$ cat config.mk
export PLATFORM = sky130hd
export DESIGN_NAME = rr_arbiter
export DESIGN_NICKNAME = d
export VERILOG_FILES = /design/src/hdl/rr_arbiter.sv
export SDC_FILE = /design/constraint.sdc
export NUM_CORES = 1
export LEC_CHECK = 0
export BUFFER_PORTS_ARGS = -buffer_cell sky130_fd_sc_hd__buf_4
export CAP_MARGIN = 20
export CORE_AREA = 2 2 39 41
export CTS_BUF_LIST = sky130_fd_sc_hd__clkbuf_4
export DETAILED_ROUTE_END_ITERATION = 8
export DIE_AREA = 0 0 41 43
export GPL_ROUTABILITY_DRIVEN = 0
export SYNTH_ARGS = -nofsm -noshare
export SYNTH_HDL_FRONTEND = slang
export SYNTH_SLANG_ARGS = --single-unit
$ cat constraint.sdc
create_clock -name bshif -period 1.6 [get_ports bshif]
set_clock_uncertainty 0.1 [all_clocks]
set_input_delay 0.16 -clock bshif [delete_from_list [all_inputs] [get_ports bshif]]
set_output_delay 0.16 -clock bshif [all_outputs]
set_load 0.01 [all_outputs]
$ cat src/hdl/rr_arbiter.sv
`timescale 1ns/1ps

module rr_arbiter #(
    parameter type payload_t = logic
) (
    input  logic       bshif,
    input  logic       arst_n,
    input  logic [1:0] valid,
    input  payload_t   payload [2],
    input  logic       ready,
    output logic [1:0] gnt,
    output logic       out_valid,
    output payload_t   out_payload
);
    logic prio_q;       // client that wins a tie
    logic hold_q;       // the last offered request was not taken
    logic hold_sel_q;   // client whose request is still waiting
    logic sel;

    // fall back to the other client when the favoured one is idle
    always_comb begin
        sel = prio_q;
        if (!valid[prio_q]) sel = ~prio_q;
        if (hold_q) sel = hold_sel_q;   // a waiting request keeps the output until taken
    end

    assign out_valid   = |valid;
    assign out_payload = payload[sel];

    always_comb begin
        gnt = '0;
        if (ready && valid[sel]) gnt[sel] = 1'b1;
    end

    always_ff @(posedge bshif or negedge arst_n) begin
        if (!arst_n) begin
            prio_q     <= 1'b0;
            hold_q     <= 1'b0;
            hold_sel_q <= 1'b0;
        end else begin
            if (|gnt) prio_q <= ~sel;   // the loser goes first next time
            hold_q     <= out_valid && !ready;
            hold_sel_q <= sel;
        end
    end

    // a client that was refused keeps offering the same request
    a_hold_stable: assert property (
        @(posedge bshif) disable iff (!arst_n)
        out_valid && !ready |=> out_valid && $stable(out_payload)
    );

endmodule

==> results.json <==
{
  "nets": 43,
  "wl_met2_um": 267,
  "layout_setup_ws_ns": -0.0694,
  "drt_iter0_drc": 1,
  "yosysSeqAreaShare_pct": 42.0,
  "die_w_um": 41,
  "crit_path_start_kind": "flop",
  "cts_buffer_depth": 2,
  "synth_warnings": 0,
  "p_leak_nw": 0.170,
  "crit_type": "reg2out",
  "worstReg2RegStart": "prio_q",
  "failed_checks": "negative setup slack",
  "hold_ws_ns": 0.0236,
  "vias": 197,
  "finalMaxSlewViolations": 0,
  "timing.critical_path.buf_inv": 1,
  "cts_sinks": 3,
  "hold_viol_final": 0,
  "grt_pass1_wl_um": 924,
  "track_usage_pct": 8.75,
  "critPathRequiredTime_ns": 1.34,
  "worst_pin_slew_ns": 0.216,
  "slowest_stage": "dfrtp_1",
  "slew_headroom_pct": 85.6,
  "cts.htree.levels": 1,
  "drv_cap": 0,
  "multiInputGateArea_um2": 113,
  "grt_setup_unrepaired": "yes",
  "n_fill_cell": 148,
  "routedWlPerCell_um": 10.0,
  "seqCellArea_um2": 75.1,
  "max_freq_mhz": 599,
  "ant_nets": 0,
  "hold_start": "ready",
  "netlist_area_um2": 179,
  "dp.cells": 43,
  "portBuffers": 10,
  "crit_arrival_ns": 1.41,
  "layout_common_cells": "buf_4 (12), clkbuf_4 (4), dfrtp_1 (3)",
  "cts_inserted_buffers": 3,
  "path_clk_slew_ns": 0.04,
  "grt_max_degree": 6,
  "crit_fanout": 3,
  "met1Wirelength_um": 223,
  "dr.pass1.iters": 4,
  "rows": 14,
  "pin_count": 11,
  "dr_wl_met3_um": 21,
  "final_area_um2": 360,
  "cts_root_buffer": "clkbuf_4",
  "syn-num-nets": 23,
  "cts_tree": "built",
  "diodes": 0,
  "core_um2": 1380,
  "vdd_ir_drop_max_uv": 312,
  "crit_path_start": "prio_q",
  "rrSetupSlack_ns": 0.43,
  "r2r_end": "hold_sel_q",
  "syn_area_per_cell_um2": 11.2,
  "grt_overflow_total": 0,
  "stdcell_count": 51,
  "netlist_instances": 16,
  "drive_gt1_share_pct": 62.9,
  "hp-class": "in2reg",
  "top_layer_used": "met3",
  "die-area_um2": 1760,
  "route.detailed.drc": 0,
  "ys_types": 12,
  "drt_wl_total_um": 512,
  "status": "finished with violations",
  "max_stage_delay_ns": 0.39,
  "finalSetupViolations": 2,
  "grt_pass1_vias": 219,
  "placed_area_um2": 282,
  "cp_top_family": "flip-flops",
  "reg2reg_depth": 4,
  "area_growth_pct": 101,
  "hold_path_end": "hold_q",
  "clk-insertion-delay-late_ns": 0.23,
  "min_path_cells": 2,
  "hpwl_um": 374,
  "vias_per_cell": 3.86,
  "min_period_over_period_pct": 104,
  "post-route-min-period_ns": 1.67,
  "initial_utilization_pct": 12.9,
  "die_h_um": 43,
  "power.density_nw_per_um2": 1130,
  "ys_ff_latch": 3,
  "antenna_found_initial": 0,
  "mostFrequentLayoutCell": "buf_4",
  "path_cells": "nor2b_4 -> o31ai_4 -> mux2_4 -> buf_6",
  "critPathCaptureType": "output pin"
}
## cell usage after synthesis
| library cell | count | area [um2] |
|---|---|---|
| a31oi_1 | 1 | 6.26 |
| nand2_1 | 2 | 7.51 |
| nor2b_1 | 2 | 12.5 |
| and3_1 | 1 | 6.26 |
| o31ai_4 | 1 | 21.3 |
| dfrtp_1 | 3 | 75.1 |
| mux2_1 | 1 | 11.3 |
| nor2b_4 | 1 | 13.8 |
| nor2_1 | 1 | 3.75 |
| or2_1 | 1 | 6.26 |
| a41oi_1 | 1 | 8.76 |
| nand2b_1 | 1 | 6.26 |
## cell families after synthesis
kind of cell,count (synthesis),synth area share [%]
flip-flops,3,42.0
AO/OA/AOI/OAI,3,20.3
multiplexers,1,6.29
AND/OR/NAND/NOR,9,31.5
## where the power goes
part	internal, mW	switching, mW	leakage, nW	total, mW
logic	0.101	0.0539	0.116	0.154
registers	0.0922	0.0119	0.0352	0.104
clock network	0.110	0.0383	0.0184	0.149
total	0.303	0.104	0.170	0.407
## state kept, by name, indices dropped and copies added, names as in the netlist
| signal | cells |
|---|---|
| hold_sel_q | 1 |
| hold_q | 1 |
| prio_q | 1 |
## layer usage
metal	vias up	GRT usage, %
met4	0	8.00
met3	0	6.81
met2	4	10.9
met1	98	8.74
li1	95	-
met5	-	0
## stage by stage
step                TNS (ns)  util, %  power [mW]  worst slack (ns)
finish                -0.112     26.0       0.407           -0.0694
global route          -0.316     26.0       0.440            -0.144
CTS                   -0.147     25.5       0.404           -0.0885
detailed placement         0     20.3       0.214            0.0871
global placement           0     20.3       0.211            0.0958
floorplan                  0        -       0.164             0.199
## timing repair
action	4_1_cts	5_1_grt
gates resized for setup	4	0
buffers inserted	2	1
hold buffers	1	0
cloned	0	0
endpoints found under the hold margin	3	0
pin swaps	2	0
endpoints found under the setup margin	3	3
## how the worst max path moves through the flow
stage | endpoint | slack [ns] | cells past startpoint
6_report | out_payload | -0.07 | 4
3_5_place_dp | out_payload | 0.09 | 4
5_1_grt | out_payload | -0.14 | 4
2_1_floorplan | out_payload | 0.20 | 3
4_1_cts | out_payload | -0.09 | 4
3_3_place_gp | out_payload | 0.1 | 4
## worst reg2reg max path: cells and delay by family (launching register included)
kind / cells / cell delay, ns
compound gates: 1 / 0.10
buf+inv: 2 / 0.27
flops: 1 / 0.39
simple gates: 1 / 0.20
## area by class of cell
class	instances	share of cell area, %
multi-input combinational	13	31.2
tap	16	5.56
timing repair buffer	15	34.0
clock buffer	4	8.33
sequential	3	20.8
(Power assumes the default switching activity.)
