<file path="config.mk">
export PLATFORM = sky130hd
export DESIGN_NAME = store_engine
export DESIGN_NICKNAME = d
export VERILOG_FILES = /design/src/hdl/scpad_pkg.sv /design/src/hdl/burst_sequencer.sv /design/src/hdl/store_engine.sv
export VERILOG_INCLUDE_DIRS = /design/src /design/src/include
export SDC_FILE = /design/constraint.sdc
export NUM_CORES = 1
export LEC_CHECK = 0
export BUFFER_PORTS_ARGS = -buffer_cell sky130_fd_sc_hd__buf_2
export CORE_AREA = 5 5 253 255
export CTS_CLUSTER_DIAMETER = 100
export DETAILED_ROUTE_END_ITERATION = 10
export DIE_AREA = 0 0 258 260
export GPL_TIMING_DRIVEN = 0
export PLACE_DENSITY = 0.54
export SYNTH_ARGS = -nofsm -noshare
export SYNTH_HDL_FRONTEND = slang
export SYNTH_HIERARCHICAL = 1
export SYNTH_SLANG_ARGS = --single-unit
</file>
<file path="constraint.sdc">
create_clock -name bshif -period 14.3 [get_ports bshif]
set_clock_uncertainty 0.05 [all_clocks]
set_input_delay 0.715 -clock bshif [delete_from_list [all_inputs] [get_ports bshif]]
set_output_delay 0.715 -clock bshif [all_outputs]
set_load 0.02 [all_outputs]
</file>
<file path="src/include/scpad_defs.svh">
`ifndef SCPAD_DEFS_SVH
`define SCPAD_DEFS_SVH

// element and beat geometry
`define SCPAD_ELEM_W      8
`define SCPAD_BEAT_ELEMS  4
`define SCPAD_BEAT_W      (`SCPAD_ELEM_W * `SCPAD_BEAT_ELEMS)

// one scratchpad row is 32 byte-wide elements
`define SCPAD_ROW_ELEMS   32
`define SCPAD_ROW_W       (`SCPAD_ELEM_W * `SCPAD_ROW_ELEMS)

`define SCPAD_DEPTH       64
`define SCPAD_ROW_AW      6
`define SCPAD_DRAM_AW     20

`endif

</file>
<file path="src/hdl/scpad_pkg.sv">
`include "scpad_defs.svh"

package scpad_pkg;

    // one tile transfer as issued by the scheduler
    typedef struct packed {
        logic [`SCPAD_ROW_AW-1:0]  spad_row;
        logic [`SCPAD_DRAM_AW-1:0] dram_addr;
        logic [4:0]                num_rows;   // row count minus one
        logic [4:0]                num_cols;   // column count minus one
    } xfer_t;

    // one DRAM beat, id carries row in [7:3] and beat in [2:0]
    typedef struct packed {
        logic                      write;
        logic [7:0]                id;
        logic [`SCPAD_DRAM_AW-1:0] addr;
        logic [`SCPAD_BEAT_ELEMS-1:0] mask;
        logic [`SCPAD_BEAT_W-1:0]  wdata;
    } dram_req_t;

    // one whole scratchpad row access
    typedef struct packed {
        logic                        write;
        logic [`SCPAD_ROW_AW-1:0]    addr;
        logic [`SCPAD_ROW_W-1:0]     wdata;
        logic [`SCPAD_ROW_ELEMS-1:0] bmask;
    } sram_req_t;

endpackage

</file>
<file path="src/hdl/burst_sequencer.sv">
`timescale 1ns/1ps
`include "scpad_defs.svh"

module burst_sequencer import scpad_pkg::*; (
    input  logic                      bshif,
    input  logic                      arst_n,
    input  logic                      start,
    input  xfer_t                     xfer,
    input  logic                      advance,
    output logic [4:0]                row_idx,
    output logic [2:0]                beat_idx,
    output logic [`SCPAD_DRAM_AW-1:0] dram_addr,
    output logic [3:0]                mask,
    output logic                      last_beat,
    output logic                      last_row
);
    localparam int AW = `SCPAD_DRAM_AW;

    logic [4:0]  row_q;
    logic [2:0]  beat_q;
    logic [10:0] row_off;
    logic        ended_q;

    assign row_idx   = row_q;
    assign beat_idx  = beat_q;
    assign last_beat = (beat_q == xfer.num_cols[4:2]);
    assign last_row  = (row_q == xfer.num_rows);

    // rows are packed back to back in DRAM with no padding
    assign row_off   = 11'(row_q) * (11'(xfer.num_cols) + 11'd1);
    assign dram_addr = xfer.dram_addr + AW'(row_off) + AW'({beat_q, 2'b00});

    // only the tail beat of a row is trimmed to the real column count
    assign mask = last_beat ? (4'hf >> (2'd3 - xfer.num_cols[1:0])) : 4'hf;

    always_ff @(posedge bshif or negedge arst_n) begin
        if (!arst_n) begin
            row_q   <= '0;
            beat_q  <= '0;
            ended_q <= 1'b0;
        end else if (start) begin
            row_q   <= '0;
            beat_q  <= '0;
            ended_q <= 1'b0;
        end else if (advance) begin
            if (last_beat) begin
                beat_q <= '0;
                row_q  <= row_q + 5'd1;
                if (last_row) ended_q <= 1'b1;   // tile fully walked
            end else begin
                beat_q <= beat_q + 3'd1;
            end
        end
    end

    // the owning engine must stop stepping once the tile is finished
    a_no_advance_past_end: assert property (
        @(posedge bshif) disable iff (!arst_n) ended_q |-> !advance
    );

endmodule

</file>
<file path="src/hdl/store_engine.sv">
`timescale 1ns/1ps
`include "scpad_defs.svh"

module store_engine import scpad_pkg::*; (
    input  logic                    bshif,
    input  logic                    arst_n,
    input  logic                    start,
    input  xfer_t                   xfer,
    output logic                    busy,
    output logic                    done,
    output logic                    sram_valid,
    output sram_req_t               sram_req,
    input  logic                    sram_gnt,
    input  logic [`SCPAD_ROW_W-1:0] sram_rdata,
    output logic                    dram_valid,
    output dram_req_t               dram_req,
    input  logic                    dram_gnt
);
    typedef enum logic [1:0] {IDLE, READ, WAIT, SEND} state_t;

    state_t                    state_q;
    xfer_t                     cfg_q;
    logic [`SCPAD_ROW_W-1:0]   row_q;
    logic                      accept;
    logic [4:0]                seq_row;
    logic [2:0]                seq_beat;
    logic [`SCPAD_DRAM_AW-1:0] seq_addr;
    logic [3:0]                seq_mask;
    logic                      seq_last_beat;
    logic                      seq_last_row;

    assign accept = start && (state_q == IDLE);
    assign busy   = (state_q != IDLE);

    burst_sequencer i_seq (
        .bshif     (bshif),
        .arst_n    (arst_n),
        .start     (accept),
        .xfer      (cfg_q),
        .advance   (dram_gnt),
        .row_idx   (seq_row),
        .beat_idx  (seq_beat),
        .dram_addr (seq_addr),
        .mask      (seq_mask),
        .last_beat (seq_last_beat),
        .last_row  (seq_last_row)
    );

    // the sequencer sits on beat zero of the row to fetch while reading
    always_comb begin
        sram_valid     = (state_q == READ);
        sram_req.write = 1'b0;
        sram_req.addr  = cfg_q.spad_row + `SCPAD_ROW_AW'(seq_row);
        sram_req.wdata = '0;
        sram_req.bmask = '0;
    end

    always_comb begin
        dram_valid     = (state_q == SEND);
        dram_req.write = 1'b1;
        dram_req.id    = '0;   // writes get no response
        dram_req.addr  = seq_addr;
        dram_req.mask  = seq_mask;
        dram_req.wdata = row_q[{seq_beat, 5'd0} +: `SCPAD_BEAT_W];
    end

    always_ff @(posedge bshif) begin
        if (accept) cfg_q <= xfer;
        if (state_q == WAIT) row_q <= sram_rdata;   // read data lands one cycle after grant
    end

    always_ff @(posedge bshif or negedge arst_n) begin
        if (!arst_n) begin
            state_q <= IDLE;
            done    <= 1'b0;
        end else begin
            done <= 1'b0;
            case (state_q)
                IDLE:    if (accept) state_q <= READ;
                READ:    if (sram_gnt) state_q <= WAIT;
                WAIT:    state_q <= SEND;
                SEND: if (dram_gnt && seq_last_beat) begin
                    if (seq_last_row) begin
                        state_q <= IDLE;
                        done    <= 1'b1;
                    end else begin
                        state_q <= READ;
                    end
                end
                default: state_q <= IDLE;
            endcase
        end
    end

    a_no_start_busy: assert property (@(posedge bshif) disable iff (!arst_n) busy |-> !start);

endmodule

</file>
==> results.tsv <==
stage	metric	value	unit
detailed_routing	# DRC	0	
placement	dpl ws	8.34	ns
run_status	status	completed	
power	PD cells	178	nW/um2
power	VDD IR max	0.111	mV
placement	RePlAce Congestion	0.804	
sta	Least-Margin Pin Slew	0.956	ns
detailed_routing	ANT nets after route	0	
yosys	Netlist cell types	53	
detailed_routing	Starting DRT DRC Count	348	
setup_path	nature of the critical path endpoint	output pin	
setup_path	max incr delay on CP	0.55	ns
setup_path	CP cell instances	ha_1, xor2_1, nand2_1, fa_1, fa_1, inv_1, fa_1, inv_1, fa_1, inv_1, ha_1, a21oi_1, nand4b_1, a21oi_2, or4b_1, nand3_1, buf_2	
yosys	Post-synth top cells	buf_4 (299), edfxtp_1 (292), ha_1 (42), mux4_1 (40), inv_1 (39)	
floorplan	Die Span Y	260	um
floorplan	core area	61400	um2
floorplan	starting density of the core	25.7	%
detailed_routing	final wirelength	43500	um
floorplan	Rows	91	
cts	cts hold-fix bufs	0	
detailed_routing	TritonRoute pass-1 iters	4	
yosys	Synth Flop Type	edfxtp_1	
setup_path	Worst R2R End	row_q[55]	
yosys	Mapped Area	15800	um2
run	MaxCap Viol Count	0	
setup_path	WP data required	13.53	ns
sta	Slew Limit Fails	0	
sta	worst hold margin	0.0278	ns
detailed_routing	Via density	3.73	
power	Pleak	9.42	nW
yosys	synth top area cells	edfxtp_1 (56%), buf_4 (14%), mux4_1 (6.7%)	
cts	Clock Tree Root	clkbuf_16	
yosys	Post-synth EDFFs	292	
setup_path	reg2reg setup slack	11.44	ns
setup_path	most used cell along the critical path	fa_1	
grt	largest net degree at the start of global routing	73	
sta	setup ws final	7.86	ns
setup_path	worst r2r src	state_q[0]	
setup_path	CP max stage cell	fa_1	
setup_path	Critical Path Sink	dram_req[52]	
setup_path	Critical path origin	cfg_q[0]	
setup_path	crit start category	flop	
grt	initial antenna violation count	23	
placement	Detail Placement HPWL	35700	um
sta	Fin. Hold Viols	0	
sta	unrepaired setup endpoints after global routing	no	
floorplan	die area	67100	um2
cts	PostCTS Resize Cnt	0	
grt	GRT Residual Overflow	0	
cts	Skew-Pair Late Insertion Delay	0.52	ns
cts	CTS tree	built	
yosys	ys async rst share	3.63	%
cts	buffer levels on the longest clock path	3	
cts	postcts setup bufs	0	
yosys	Mapped Cells	1028	
placement	Port-buffer cells	361	
detailed_routing	routed vias	9516	
grt	vias in the first global route	9862	
sta	Fin Setup TNS	0	ns
yosys	#FFs+latches synth	303	
yosys	top-count cell post-synth	buf_4	
min_path	Worst Hold Class	input port to async pin	
setup_path	worst-path fanout max	7	
yosys	sequential area share after synthesis	57.3	%
cts	Reg clk slew, reported paths	0.06	ns
cts	CTS buffer count	36	
sta	Final Setup Violations	0	
grt	first-pass GRT wire length	61100	um
floorplan	Die W	258	um
final_layout	share of cells above drive strength 1	45.3	%
setup_path	Arr. time, crit path	5.68	ns
final_layout	Synth-to-Final Area Change	33.1	%
yosys	post-synth top area share	55.6	%
yosys	synth warn	6	
yosys	average size of a mapped cell	15.4	um2
floorplan	# IOs	661	
setup_path	R2R cell count	5	
sta	FMAX	0.155	GHz
sta	Tcrit/Tclk final	45.1	%
sta	Final min period	6.44	ns
cts	CTS HTree Levels	2	
grt	GRT Total Usage	12.2	%
cts	# clock sinks	303	
final_layout	Final Net Count	2091	
sta	Slew headroom	36.2	%
detailed_routing	WL/cell	17.1	um
setup_path	Crit Path Class	flop to output pin	
yosys	most area-hungry cell type in the Yosys netlist	edfxtp_1	
registers in the layout, indices dropped and copies added, names as in the netlist:
signal	cells
state_q	2
row_q	256
done	1
i_seq/row_idx	5
i_seq/beat_idx	3
cfg_q	36
through the flow:
step	instance area, um2	instances	power [mW]	util (%)
global route	21000	2546	3.98	34.2
detailed placement	19800	2479	2.90	32.3
CTS	21000	2542	3.83	34.2
floorplan	16900	1324	2.43	-
global placement	19700	2475	2.96	32.1
finish	21000	2548	3.75	34.2
metal layers:
metal | part of all wire, % | up-vias | global-route usage [%] | wire [um]
met2 | 53 | 439 | 23.5 | 23200
met5 | 0.25 | - | 0 | 110
met3 | 11 | 90 | 5.50 | 4850
li1 | - | 4577 | - | -
met1 | 31 | 4394 | 11.3 | 13500
met4 | 4.1 | 16 | 4.00 | 1780
worst min path at each step:
stage | endpoint | slack (ns) | depth (start not counted)
finish | done | 0.03 | 1
global route | done | 0.02 | 1
CTS | i_seq/row_idx[1] | 0.003 | 1
detailed placement | state_q[0] | 0.55 | 1
global placement | state_q[1] | 0.53 | 1
floorplan | done | 0.37 | 0
power by group:
group / total, mW / switching, mW / internal, mW
Clock: 0.912 / 0.355 / 0.557
Combinational: 1.50 / 0.891 / 0.605
Sequential: 1.34 / 0.0697 / 1.27
Total: 3.75 / 1.31 / 2.43
critical path, delay by kind of cell (launching register included):
kind / cells / cell delay (ns)
adder cells (fa/ha/maj): 6 / 2.67
AND/OR/NAND/NOR: 4 / 0.91
flip-flops: 1 / 0.51
XOR/XNOR: 1 / 0.37
buffers and inverters: 4 / 0.35
AO/OA/AOI/OAI: 2 / 0.34
final cells by class:
cell class	count	area [um2]
Inverter	39	146
Fill cell	5983	40400
Buffer	328	2420
Clock inverter	19	210
Sequential cell	303	9040
Multi-Input combinational cell	654	5300
Antenna cell	6	15.0
Clock buffer	44	973
Tap cell	790	988
Timing Repair Buffer	365	1910
placed cells by master (no fill, tap or decap), types with 11 or more instances in the layout:
master and instances:
a21oi_1 14, and2_1 14, buf_2 369, buf_4 299, clkbuf_1 15, clkbuf_16 38, conb_1 299, dfrtp_1 11
edfxtp_1 292, fa_1 25, ha_1 41, inv_1 39, mux2_2 33, mux4_1 40, mux4_2 24, nand2_1 32
nand3_1 13, nor2_1 16, nor2b_1 13, xnor2_1 12, xor2_1 15
logic make-up after synthesis:
| family | count (synthesis) | synth area share, % |
|---|---|---|
| and+or+nand+nor | 117 | 3.99 |
| xor gates and xnor gates | 27 | 1.50 |
| other | 3 | 0.0713 |
| AOI/OAI and AO/OA | 47 | 1.96 |
| muxes | 97 | 12.4 |
| adders and majority gates | 67 | 6.50 |
| buffers and inverters | 367 | 16.2 |
| DFF | 303 | 57.3 |
Power figures use the tool's default switching activity.
