==> src/include/scpad_defs.svh <==
`ifndef SCPAD_DEFS_SVH
`define SCPAD_DEFS_SVH

// element and beat geometry
`define SCPAD_ELEM_W      8
`define SCPAD_BEAT_ELEMS  4
`define SCPAD_BEAT_W      (`SCPAD_ELEM_W * `SCPAD_BEAT_ELEMS)

// one scratchpad row is 32 byte-wide elements
`define SCPAD_ROW_ELEMS   32
`define SCPAD_ROW_W       (`SCPAD_ELEM_W * `SCPAD_ROW_ELEMS)

`define SCPAD_DEPTH       64
`define SCPAD_ROW_AW      6
`define SCPAD_DRAM_AW     20

`endif

==> src/hdl/scpad_pkg.sv <==
`include "scpad_defs.svh"

package scpad_pkg;

    // one tile transfer as issued by the scheduler
    typedef struct packed {
        logic [`SCPAD_ROW_AW-1:0]  spad_row;
        logic [`SCPAD_DRAM_AW-1:0] dram_addr;
        logic [4:0]                num_rows;   // row count minus one
        logic [4:0]                num_cols;   // column count minus one
    } xfer_t;

    // one DRAM beat, id carries row in [7:3] and beat in [2:0]
    typedef struct packed {
        logic                      write;
        logic [7:0]                id;
        logic [`SCPAD_DRAM_AW-1:0] addr;
        logic [`SCPAD_BEAT_ELEMS-1:0] mask;
        logic [`SCPAD_BEAT_W-1:0]  wdata;
    } dram_req_t;

    // one whole scratchpad row access
    typedef struct packed {
        logic                        write;
        logic [`SCPAD_ROW_AW-1:0]    addr;
        logic [`SCPAD_ROW_W-1:0]     wdata;
        logic [`SCPAD_ROW_ELEMS-1:0] bmask;
    } sram_req_t;

endpackage

==> src/hdl/burst_sequencer.sv <==
`timescale 1ns/1ps
`include "scpad_defs.svh"

module burst_sequencer import scpad_pkg::*; (
    input  logic                      bshif,
    input  logic                      arst_n,
    input  logic                      start,
    input  xfer_t                     xfer,
    input  logic                      advance,
    output logic [4:0]                row_idx,
    output logic [2:0]                beat_idx,
    output logic [`SCPAD_DRAM_AW-1:0] dram_addr,
    output logic [3:0]                mask,
    output logic                      last_beat,
    output logic                      last_row
);
    localparam int AW = `SCPAD_DRAM_AW;

    logic [4:0]  row_q;
    logic [2:0]  beat_q;
    logic [10:0] row_off;
    logic        ended_q;

    assign row_idx   = row_q;
    assign beat_idx  = beat_q;
    assign last_beat = (beat_q == xfer.num_cols[4:2]);
    assign last_row  = (row_q == xfer.num_rows);

    // rows are packed back to back in DRAM with no padding
    assign row_off   = 11'(row_q) * (11'(xfer.num_cols) + 11'd1);
    assign dram_addr = xfer.dram_addr + AW'(row_off) + AW'({beat_q, 2'b00});

    // only the tail beat of a row is trimmed to the real column count
    assign mask = last_beat ? (4'hf >> (2'd3 - xfer.num_cols[1:0])) : 4'hf;

    always_ff @(posedge bshif or negedge arst_n) begin
        if (!arst_n) begin
            row_q   <= '0;
            beat_q  <= '0;
            ended_q <= 1'b0;
        end else if (start) begin
            row_q   <= '0;
            beat_q  <= '0;
            ended_q <= 1'b0;
        end else if (advance) begin
            if (last_beat) begin
                beat_q <= '0;
                row_q  <= row_q + 5'd1;
                if (last_row) ended_q <= 1'b1;   // tile fully walked
            end else begin
                beat_q <= beat_q + 3'd1;
            end
        end
    end

    // the owning engine must stop stepping once the tile is finished
    a_no_advance_past_end: assert property (
        @(posedge bshif) disable iff (!arst_n) ended_q |-> !advance
    );

endmodule

==> src/hdl/load_engine.sv <==
`timescale 1ns/1ps
`include "scpad_defs.svh"

module load_engine import scpad_pkg::*; (
    input  logic                     bshif,
    input  logic                     arst_n,
    input  logic                     start,
    input  xfer_t                    xfer,
    output logic                     busy,
    output logic                     done,
    output logic                     dram_valid,
    output dram_req_t                dram_req,
    input  logic                     dram_gnt,
    input  logic                     res_valid,
    input  logic [7:0]               res_id,
    input  logic [`SCPAD_BEAT_W-1:0] res_rdata,
    output logic                     sram_valid,
    output sram_req_t                sram_req,
    input  logic                     sram_gnt
);
    typedef enum logic [1:0] {IDLE, ISSUE, COLLECT} state_t;

    state_t                   state_q;
    xfer_t                    cfg_q;
    logic [4:0]               cur_row_q;
    logic [3:0]               arrived_q;
    logic                     final_q;
    logic [`SCPAD_ROW_W-1:0]  row_buf;
    logic                     accept;
    logic [3:0]               nbeats;
    logic [4:0]               seq_row;
    logic [2:0]               seq_beat;
    logic [`SCPAD_DRAM_AW-1:0] seq_addr;
    logic [3:0]               seq_mask;
    logic                     seq_last_beat;
    logic                     seq_last_row;

    assign accept = start && (state_q == IDLE);
    assign busy   = (state_q != IDLE);
    assign nbeats = {1'b0, cfg_q.num_cols[4:2]} + 4'd1;

    burst_sequencer i_seq (
        .bshif     (bshif),
        .arst_n    (arst_n),
        .start     (accept),
        .xfer      (cfg_q),
        .advance   (dram_gnt),
        .row_idx   (seq_row),
        .beat_idx  (seq_beat),
        .dram_addr (seq_addr),
        .mask      (seq_mask),
        .last_beat (seq_last_beat),
        .last_row  (seq_last_row)
    );

    always_comb begin
        dram_valid     = (state_q == ISSUE);
        dram_req.write = 1'b0;
        dram_req.id    = {seq_row, seq_beat};
        dram_req.addr  = seq_addr;
        dram_req.mask  = seq_mask;
        dram_req.wdata = '0;
    end

    // the row goes out once every beat of it has come back
    always_comb begin
        sram_valid     = (state_q == COLLECT) && (arrived_q == nbeats);
        sram_req.write = 1'b1;
        sram_req.addr  = cfg_q.spad_row + `SCPAD_ROW_AW'(cur_row_q);
        sram_req.wdata = row_buf;
        sram_req.bmask = 32'hffff_ffff >> (5'd31 - cfg_q.num_cols);
    end

    always_ff @(posedge bshif) begin
        if (accept) cfg_q <= xfer;
        if (res_valid) row_buf[{res_id[2:0], 5'd0} +: `SCPAD_BEAT_W] <= res_rdata;  // beat slot
    end

    always_ff @(posedge bshif or negedge arst_n) begin
        if (!arst_n) begin
            state_q   <= IDLE;
            done      <= 1'b0;
            cur_row_q <= '0;
            arrived_q <= '0;
            final_q   <= 1'b0;
        end else begin
            done <= 1'b0;
            if (res_valid) arrived_q <= arrived_q + 4'd1;
            case (state_q)
                IDLE: if (accept) begin
                    state_q   <= ISSUE;
                    cur_row_q <= '0;
                    arrived_q <= '0;
                end
                ISSUE: if (dram_gnt && seq_last_beat) begin
                    state_q <= COLLECT;
                    final_q <= seq_last_row;   // remember whether this row ends the tile
                end
                COLLECT: if (sram_gnt) begin
                    arrived_q <= '0;
                    cur_row_q <= cur_row_q + 5'd1;
                    if (final_q) begin
                        state_q <= IDLE;
                        done    <= 1'b1;
                    end else begin
                        state_q <= ISSUE;
                    end
                end
                default: state_q <= IDLE;
            endcase
        end
    end

    a_no_start_busy: assert property (@(posedge bshif) disable iff (!arst_n) busy |-> !start);

    // reads of the next row only go out after this row is written
    a_res_cur_row: assert property (
        @(posedge bshif) disable iff (!arst_n)
        res_valid |-> (state_q != IDLE) && (res_id[7:3] == cur_row_q)
    );

endmodule

==> config.mk <==
export PLATFORM = sky130hd
export DESIGN_NAME = load_engine
export DESIGN_NICKNAME = d
export VERILOG_FILES = /design/src/hdl/scpad_pkg.sv /design/src/hdl/burst_sequencer.sv /design/src/hdl/load_engine.sv
export VERILOG_INCLUDE_DIRS = /design/src /design/src/include
export SDC_FILE = /design/constraint.sdc
export NUM_CORES = 1
export LEC_CHECK = 0
export BUFFER_PORTS_ARGS = -buffer_cell sky130_fd_sc_hd__buf_4
export CAP_MARGIN = 0
export CORE_MARGIN = 3
export CORE_UTILIZATION = 51
export CTS_BUF_LIST = sky130_fd_sc_hd__clkbuf_4
export CTS_CLUSTER_DIAMETER = 60
export CTS_CLUSTER_SIZE = 8
export DETAILED_ROUTE_END_ITERATION = 12
export PLACE_DENSITY = 0.79
export SYNTH_ARGS = -nofsm -noshare
export SYNTH_HDL_FRONTEND = slang
export SYNTH_SLANG_ARGS = --single-unit
==> constraint.sdc <==
create_clock -name bshif -period 12.8 [get_ports bshif]
set_input_delay 1.28 -clock bshif [delete_from_list [all_inputs] [get_ports bshif]]
set_output_delay 1.28 -clock bshif [all_outputs]
set_load 0.01 [all_outputs]
==> results of run 1 <==
[layout make-up]
type	count	area, µm²
fill	2078	9560
sequential	313	9290
multi-input combinational	689	4830
timing repair buffer	409	3070
tap	378	473
clock buffer	59	443
inverter	43	161
clock inverter	5	103
antenna	1	2.50
[cell families after synthesis]
family	after synthesis	synth area share [%]
and+or+nand+nor	453	18.1
muxes	3	0.215
AOI/OAI and AO/OA	78	3.52
xor gates and xnor gates	45	2.76
other	2	0.0516
adders and majority gates	74	7.24
DFF	313	63.9
buffers and inverters	119	4.23
[metrics by stage]
| step | instance area [µm²] | power (W) | std cells |
|---|---|---|---|
| final | 18400 | 0.00245 | 1897 |
| after global routing | 18400 | 0.00257 | 1897 |
| after global placement | 17800 | 0.00186 | 1832 |
| after CTS | 18400 | 0.00247 | 1896 |
| after detailed placement | 17800 | 0.00187 | 1832 |
| after floorplan | 14700 | 0.00161 | 1121 |
[power breakdown]
| group | switching [W] | internal (W) |
|---|---|---|
| combinational | 0.000343 | 0.000272 |
| sequential | 0.0000518 | 0.00118 |
| clock | 0.000331 | 0.000272 |
| total | 0.000725 | 0.00172 |
[final timing paths]
| check | startpoint | end | cells past startpoint | slack, ns |
|---|---|---|---|---|
| worst min-delay path | arst_n | i_seq.beat_idx[2]$_DFFE_PN0P_ | 1 | 0.51 |
| worst max-delay path | cfg_q[2]$_DFFE_PP_ | dram_req[55] | 21 | 4.65 |
| worst min register to register | final_q$_DFFE_PN0P_ | state_q[0]$_DFFE_PN0P_ | 1 | 0.52 |
| min in group bshif | final_q$_DFFE_PN0P_ | state_q[0]$_DFFE_PN0P_ | 1 | 0.52 |
| max in group asynchronous | arst_n | cur_row_q[4]$_DFFE_PN0P_ | 1 | 12.05 |
| worst max register to register | cfg_q[2]$_DFFE_PP_ | final_q$_DFFE_PN0P_ | 4 | 10.74 |
[synthesized netlist by cell type, types with 2 or more instances]
master    count
edfxtp_1    292
and2_1      279
ha_1         57
nor2_1       53
nand2_1      47
inv_1        42
buf_4        37
clkbuf_1     24
a21oi_1      23
xnor2_1      23
dfrtp_1      21
xor2_1       21
fa_1         17
o21ai_0      17
nand3_1      12
nor2b_1      11
nand2b_1     10
a21o_1        8
buf_2         7
a211oi_1      6
nand3b_1      6
nand4_1       6
nor3_1        6
clkbuf_2      5
and3_1        4
nor2_4        3
o22ai_1       3
o311ai_0      3
and4_1        2
buf_6         2
conb_1        2
mux2i_1       2
nor3b_1       2
o21a_1        2
o21ai_1       2
o31ai_1       2
o41ai_1       2
or3_1         2
[routing by layer]
metal  share of wire, %  vias to the layer above  track usage [%]
met1                 37                     4809             29.3
met2                 51                      483             44.0
met4                2.8                        2             8.44
met3                8.8                       80             6.48
met5              0.051                        -                0
li1                   -                     4504                -
[sequential cells by signal, summed over array words and instances (netlist names)]
| name | flops |
|---|---|
| i_seq.row_idx | 5 |
| cfg_q | 36 |
| cur_row_q | 5 |
| arrived_q | 4 |
| row_buf | 256 |
| state_q | 2 |
| i_seq.beat_idx | 3 |
| final_q | 1 |
| done | 1 |
==> impl_results.md, run 1 <==
* Status: finished, final reports clean
* Data required time of the critical path at around 12 ns
* Clock Latency Late Sink at approximately 0.66 ns
* Synthesized area at 0.0145 mm²
* Clk buf depth at 3
* Post-cts resize count at 0
* Fin util at ~66%
* Post-CTS Setup Bufs at 0
* CTS Buf Count at 45
* Power Density at between 100 and 150 mW/mm²
* Unique masters post-synth at 62
* Global-route wire length before repair at around 58000 µm
* Reg clk slew, reported paths at between 0.1 and 0.15 ns
* Die H at ~170 µm
* Worst-Margin Slew at around 1.2 ns
* CP Cell Sequence: inv_1 -> ha_1 -> nand2_1 -> fa_1 -> fa_1 -> fa_1 -> inv_1 -> ha_1 -> a21o_1 -> a211oi_1 -> nor2_1 -> o22ai_1 -> xor2_1 -> ha_1 -> ha_1 -> a21oi_1 -> o21ai_0 -> nand3_1 -> nand3_1 -> a311o_1 -> buf_4
* CTS Sinks at 313
* DR DRC count at 0
* Share of the synthesized area in the top cell type at about three fifths
* Area leader, netlist: edfxtp_1
* Yosys reg bits at approximately 310
* # port buffers at roughly 400
* Layout cells sized above 1 at between 30% and 40%
* CORE AREA at 0.0279 mm²
* Setup Total Neg Slack at 0 ns
* Initial antenna violation count at 2
* Endpoints failing setup at 0
* Max transition margin at 21.3%
* CTS Root Cell: clkbuf_4
* Final min period at about 8.1 ns
* Vias per cell at ~5.2
* Die ar. at just over 0.03 mm²
* Vias in the first global route at between 10000 and 15000
* Largest cells by area after synthesis: edfxtp_1, and2_1, ha_1
* Final Skew at about 0.023 ns
* IO Pins at 446
* Row cnt at 61
* Post-synthesis sequential area ratio at between 60% and 70%
* Synthesis-to-layout area growth at 26.3%
* Worst setup margin at roughly 4.7 ns
* WP data arrival at around 6.9 ns
* Vias at 9878
* Gp weighted congestion at around 0.84
* Min-delay worst type: primary input to async pin
* Layout net count at around 1700
* RSZ-0062 raised after global routing: no
* Lkg Pwr at 7.11 nW
* Crit-path max cell delay at slightly below 0.7 ns
* Largest net degree at the start of global routing at 40
* H-tree depth at 2
* Leading cell types in the layout, fill and taps excluded: buf_4, edfxtp_1, and2_1
* YS warnings at 0
* Hold buffer count at cts at 0
* Slew Viols, Final at 0
* Fin. Hold Viols at 0
* CP endpoint kind: output port
* Mean post-synth cell area at between 10 and 15 µm²
* Drt pass-1 iters at 5
* Post-route ant nets at 0
* Synth Flop Type: edfxtp_1
* Wire length per cell at just over 20 µm
* CP Class: flop to output port
* Total Wirelength at 39100 µm
* CP bufs+invs at 3
* Final Cycle Share at between 60% and 70%
* Horiz. Die Dim at 175 µm
* 1st-iter DRT viols at 750
* Fmax at between 0.1 and 0.15 GHz
* Post-DP HPWL at around 28000 µm
* Max VDD drop at around 0.087 mV
* TritonCTS clock tree: done
* Worst setup SP type: flop
* CP dominant cell by count: ha_1
* Total track usage at 24.8%
* Starting Density at about 52%
* Number of synthesized flops with an enable pin at a little under 300
* Slowest CP cell: edfxtp_1
* Place WS at approximately 5.4 ns
* Hold Slack at around 0.51 ns
* Most common cell after layout, fill and taps aside: buf_4
* Critical path peak fanout at 13
* Max-cap violations at 0
* Post-Synthesis Cells at 1087
* Asr flop ratio synth at 6.71%
* Top delay family on crit path: adder cells
* Grt ovf at 0
(Power assumes the default switching activity.)
==> inputs of run 2 (changes only) <==
Settings changed: CORE_UTILIZATION 51 to 48, PLACE_DENSITY 0.79 to 0.78.
Clock period 12.8 ns to 7.14 ns, I/O delays scaled along.
==> run 2 against run 1 <==
Combinational power increased by 85%. Register-to-register slack got worse by 5.6 ns. First-iteration DRC count increased by 4.8%. Critical path depth unchanged. Global-route usage decreased by 1.2 points. Largest power group unchanged. Design area increased by 0.93%. Sequential power increased by 80%. Core utilization decreased by 3.4 points. Sequential share of layout area decreased by 0.47 points. Die area increased by 6.0%.
==> impl_results.md, run 2 (synthesis gave the netlist of run 1 again) <==
* 1st-iter DRT viols at about 790
* Met1 Use GR at between 20% and 30%
* CTS Sinks at ~310
* Number of flip-flops under the largest register name at 256
* CP bufs+invs at 4
* Slowest CP cell: fa_1
* Internal power at 0.00305 W
* Clock power frac at between 20% and 30%
* Leading cell types in the layout, fill and taps excluded: buf_4, edfxtp_1, and2_1
* Reg area at between 0.009 and 0.01 mm²
* Total Wirelength at a little under 40000 µm
* Horiz. Die Dim at 180 µm
* Final Skew at 0.0252 ns
* Hold endpoint: cfg_q[3]$_DFFE_PP_
* Gp weighted congestion at 0.827
* Global-route wire length before repair at between 50000 and 60000 µm
* Grt ovf at 0
* Slew Viols, Final at 0
* Top delay family on crit path: adder cells
* Final Cycle Share at 96.4%
* Initial antenna violation count at 3
* CP Cell Sequence: inv_1 -> ha_1 -> and2_1 -> fa_1 -> fa_1 -> inv_1 -> fa_1 -> inv_1 -> ha_4 -> o21ai_2 -> nor2_2 -> o41ai_2 -> xnor2_1 -> ha_1 -> ha_4 -> and3_4 -> and3_1 -> nand3_1 -> a21oi_1 -> xor2_1 -> buf_4
* Die H at between 150 and 200 µm
* Power, Total at between 0.004 and 0.005 W
* Clock Latency Late Sink at between 0.6 and 0.7 ns
* Register share of total power at between 50% and 60%
* Met3 usage at approximately 5.5%
* Dpl cell area at between 0.015 and 0.02 mm²
* Most common cell after layout, fill and taps aside: buf_4
* Setup Total Neg Slack at 0 ns
* Row cnt at between 60 and 70
* Critical path peak fanout at 6
* Depth of the most critical reg-to-reg path at 3
* Total track usage at a little under a quarter
* HP Start: xfer[3]
* Endpoints failing setup at 0
* H-tree depth at 2
* Fin util at approximately 62%
* Starting Density at roughly half
* Vias at between 9000 and 10000
* R2r endpoint: cfg_q[24]$_DFFE_PP_
* Clk buf depth at 3
* Lkg Pwr at 7.14 nW
* Die ar. at 0.0324 mm²
* Layout cells sized above 1 at roughly a third
* Max transition margin at 20.1%
* Wire length per cell at about 20 µm
* Final min period at between 6 and 7 ns
* CTS Buf Count at 46
* Max VDD drop at approximately 0.18 mV
* Worst-Margin Slew at 1.20 ns
* Logic pwr share at a little over a quarter
* Place WS at about 0.55 ns
* Sw Share at approximately 30%
* # port buffers at around 400
* RSZ-0062 raised after global routing: no
* IO Pins at about 450
* DR DRC count at 0
* Drt pass-1 iters at 5
* Largest net degree at the start of global routing at 39
* TritonCTS clock tree: done
* Power Density at about 240 mW/mm²
* Vias in the first global route at 9985
* Post-DP HPWL at between 20000 and 30000 µm
* Final Cell Area at ~0.019 mm²
* Worst setup SP type: flop
* Layout net count at between 1500 and 2000
* CORE AREA at between 0.02 and 0.03 mm²
* Reg clk slew, reported paths at 0.10 ns
* Min-delay worst type: primary input to flop
* CTS Root Cell: clkbuf_4
* Data required time of the critical path at about 6.4 ns
* Synthesis-to-layout area growth at 27.5%
* GRT busiest layer: met2
* Hold depth at 1
* CP endpoint kind: output port
* Fin. Hold Viols at 0
* WP data arrival at 6.17 ns
* Reg2reg setup slack at between 5 and 6 ns
* Max-cap violations at 0
* Fmax at between 0.1 and 0.15 GHz
* Switch Pwr at ~0.0013 W
* Critical R2R Launch: state_q[1]$_DFFE_PN0P_
* # fillers at roughly 2300
* CP Class: flop to output port
* Met2 Use GR at around 40%
* Status: finished, final reports clean
* Footprint of the multi-input gates at between 0.004 and 0.005 mm²
* Post-route ant nets at 0
* Vias per cell at around 5.2
* Worst setup margin at ~0.26 ns
* Crit-path max cell delay at ~0.53 ns
[run 2: timing repair]
item	in CTS	in global routing
gates resized for setup	3	25
hold buffers	1	0
setup endpoints to repair	8	9
endpoints found under the hold margin	21	0
setup buffers	1	5
pin swaps	0	13
[run 2: power by group through the flow]
stage          Clock (W)  Sequential [W]  Combinational [W]
5_1_grt          0.00114         0.00223            0.00125
6_report         0.00103         0.00221            0.00114
3_5_place_dp           0         0.00225            0.00112
3_3_place_gp           0         0.00225            0.00109
2_1_floorplan          0         0.00224           0.000640
4_1_cts          0.00105         0.00221            0.00113
[run 2: per-layer routing]
metal,routed length (µm),share of wire [%],vias up
li1,-,-,4525
met1,14700,38,4857
met2,19400,50,507
met3,3370,8.6,101
met4,1550,4.0,2
met5,13,0.033,-
[run 2: worst max path at each step]
stage / from / endpoint / depth (start not counted)
after floorplan: cfg_q[2]$_DFFE_PP_ / dram_req[49] / 21
after global routing: cfg_q[2]$_DFFE_PP_ / dram_req[52] / 22
after CTS: cfg_q[0]$_DFFE_PP_ / dram_req[53] / 21
final: cfg_q[1]$_DFFE_PP_ / dram_req[52] / 21
after global placement: cfg_q[0]$_DFFE_PP_ / dram_req[53] / 21
after detailed placement: cfg_q[0]$_DFFE_PP_ / dram_req[49] / 22
[run 2: through the flow]
stage / hold WS, ns / cells
6_report: 0.214 / 1914
5_1_grt: 0.118 / 1914
4_1_cts: 0.121 / 1908
3_5_place_dp: 0.504 / 1844
3_3_place_gp: 0.482 / 1844
2_1_floorplan: 0.418 / 1121
[run 2: layout make-up]
cell class | instances | share of cell area (%)
antenna | 1 | 0.0135
timing repair buffer | 416 | 16.9
tap | 390 | 2.63
multi-input combinational | 689 | 26.9
sequential | 313 | 50.1
inverter | 43 | 0.870
clock inverter | 8 | 0.486
clock buffer | 54 | 2.19
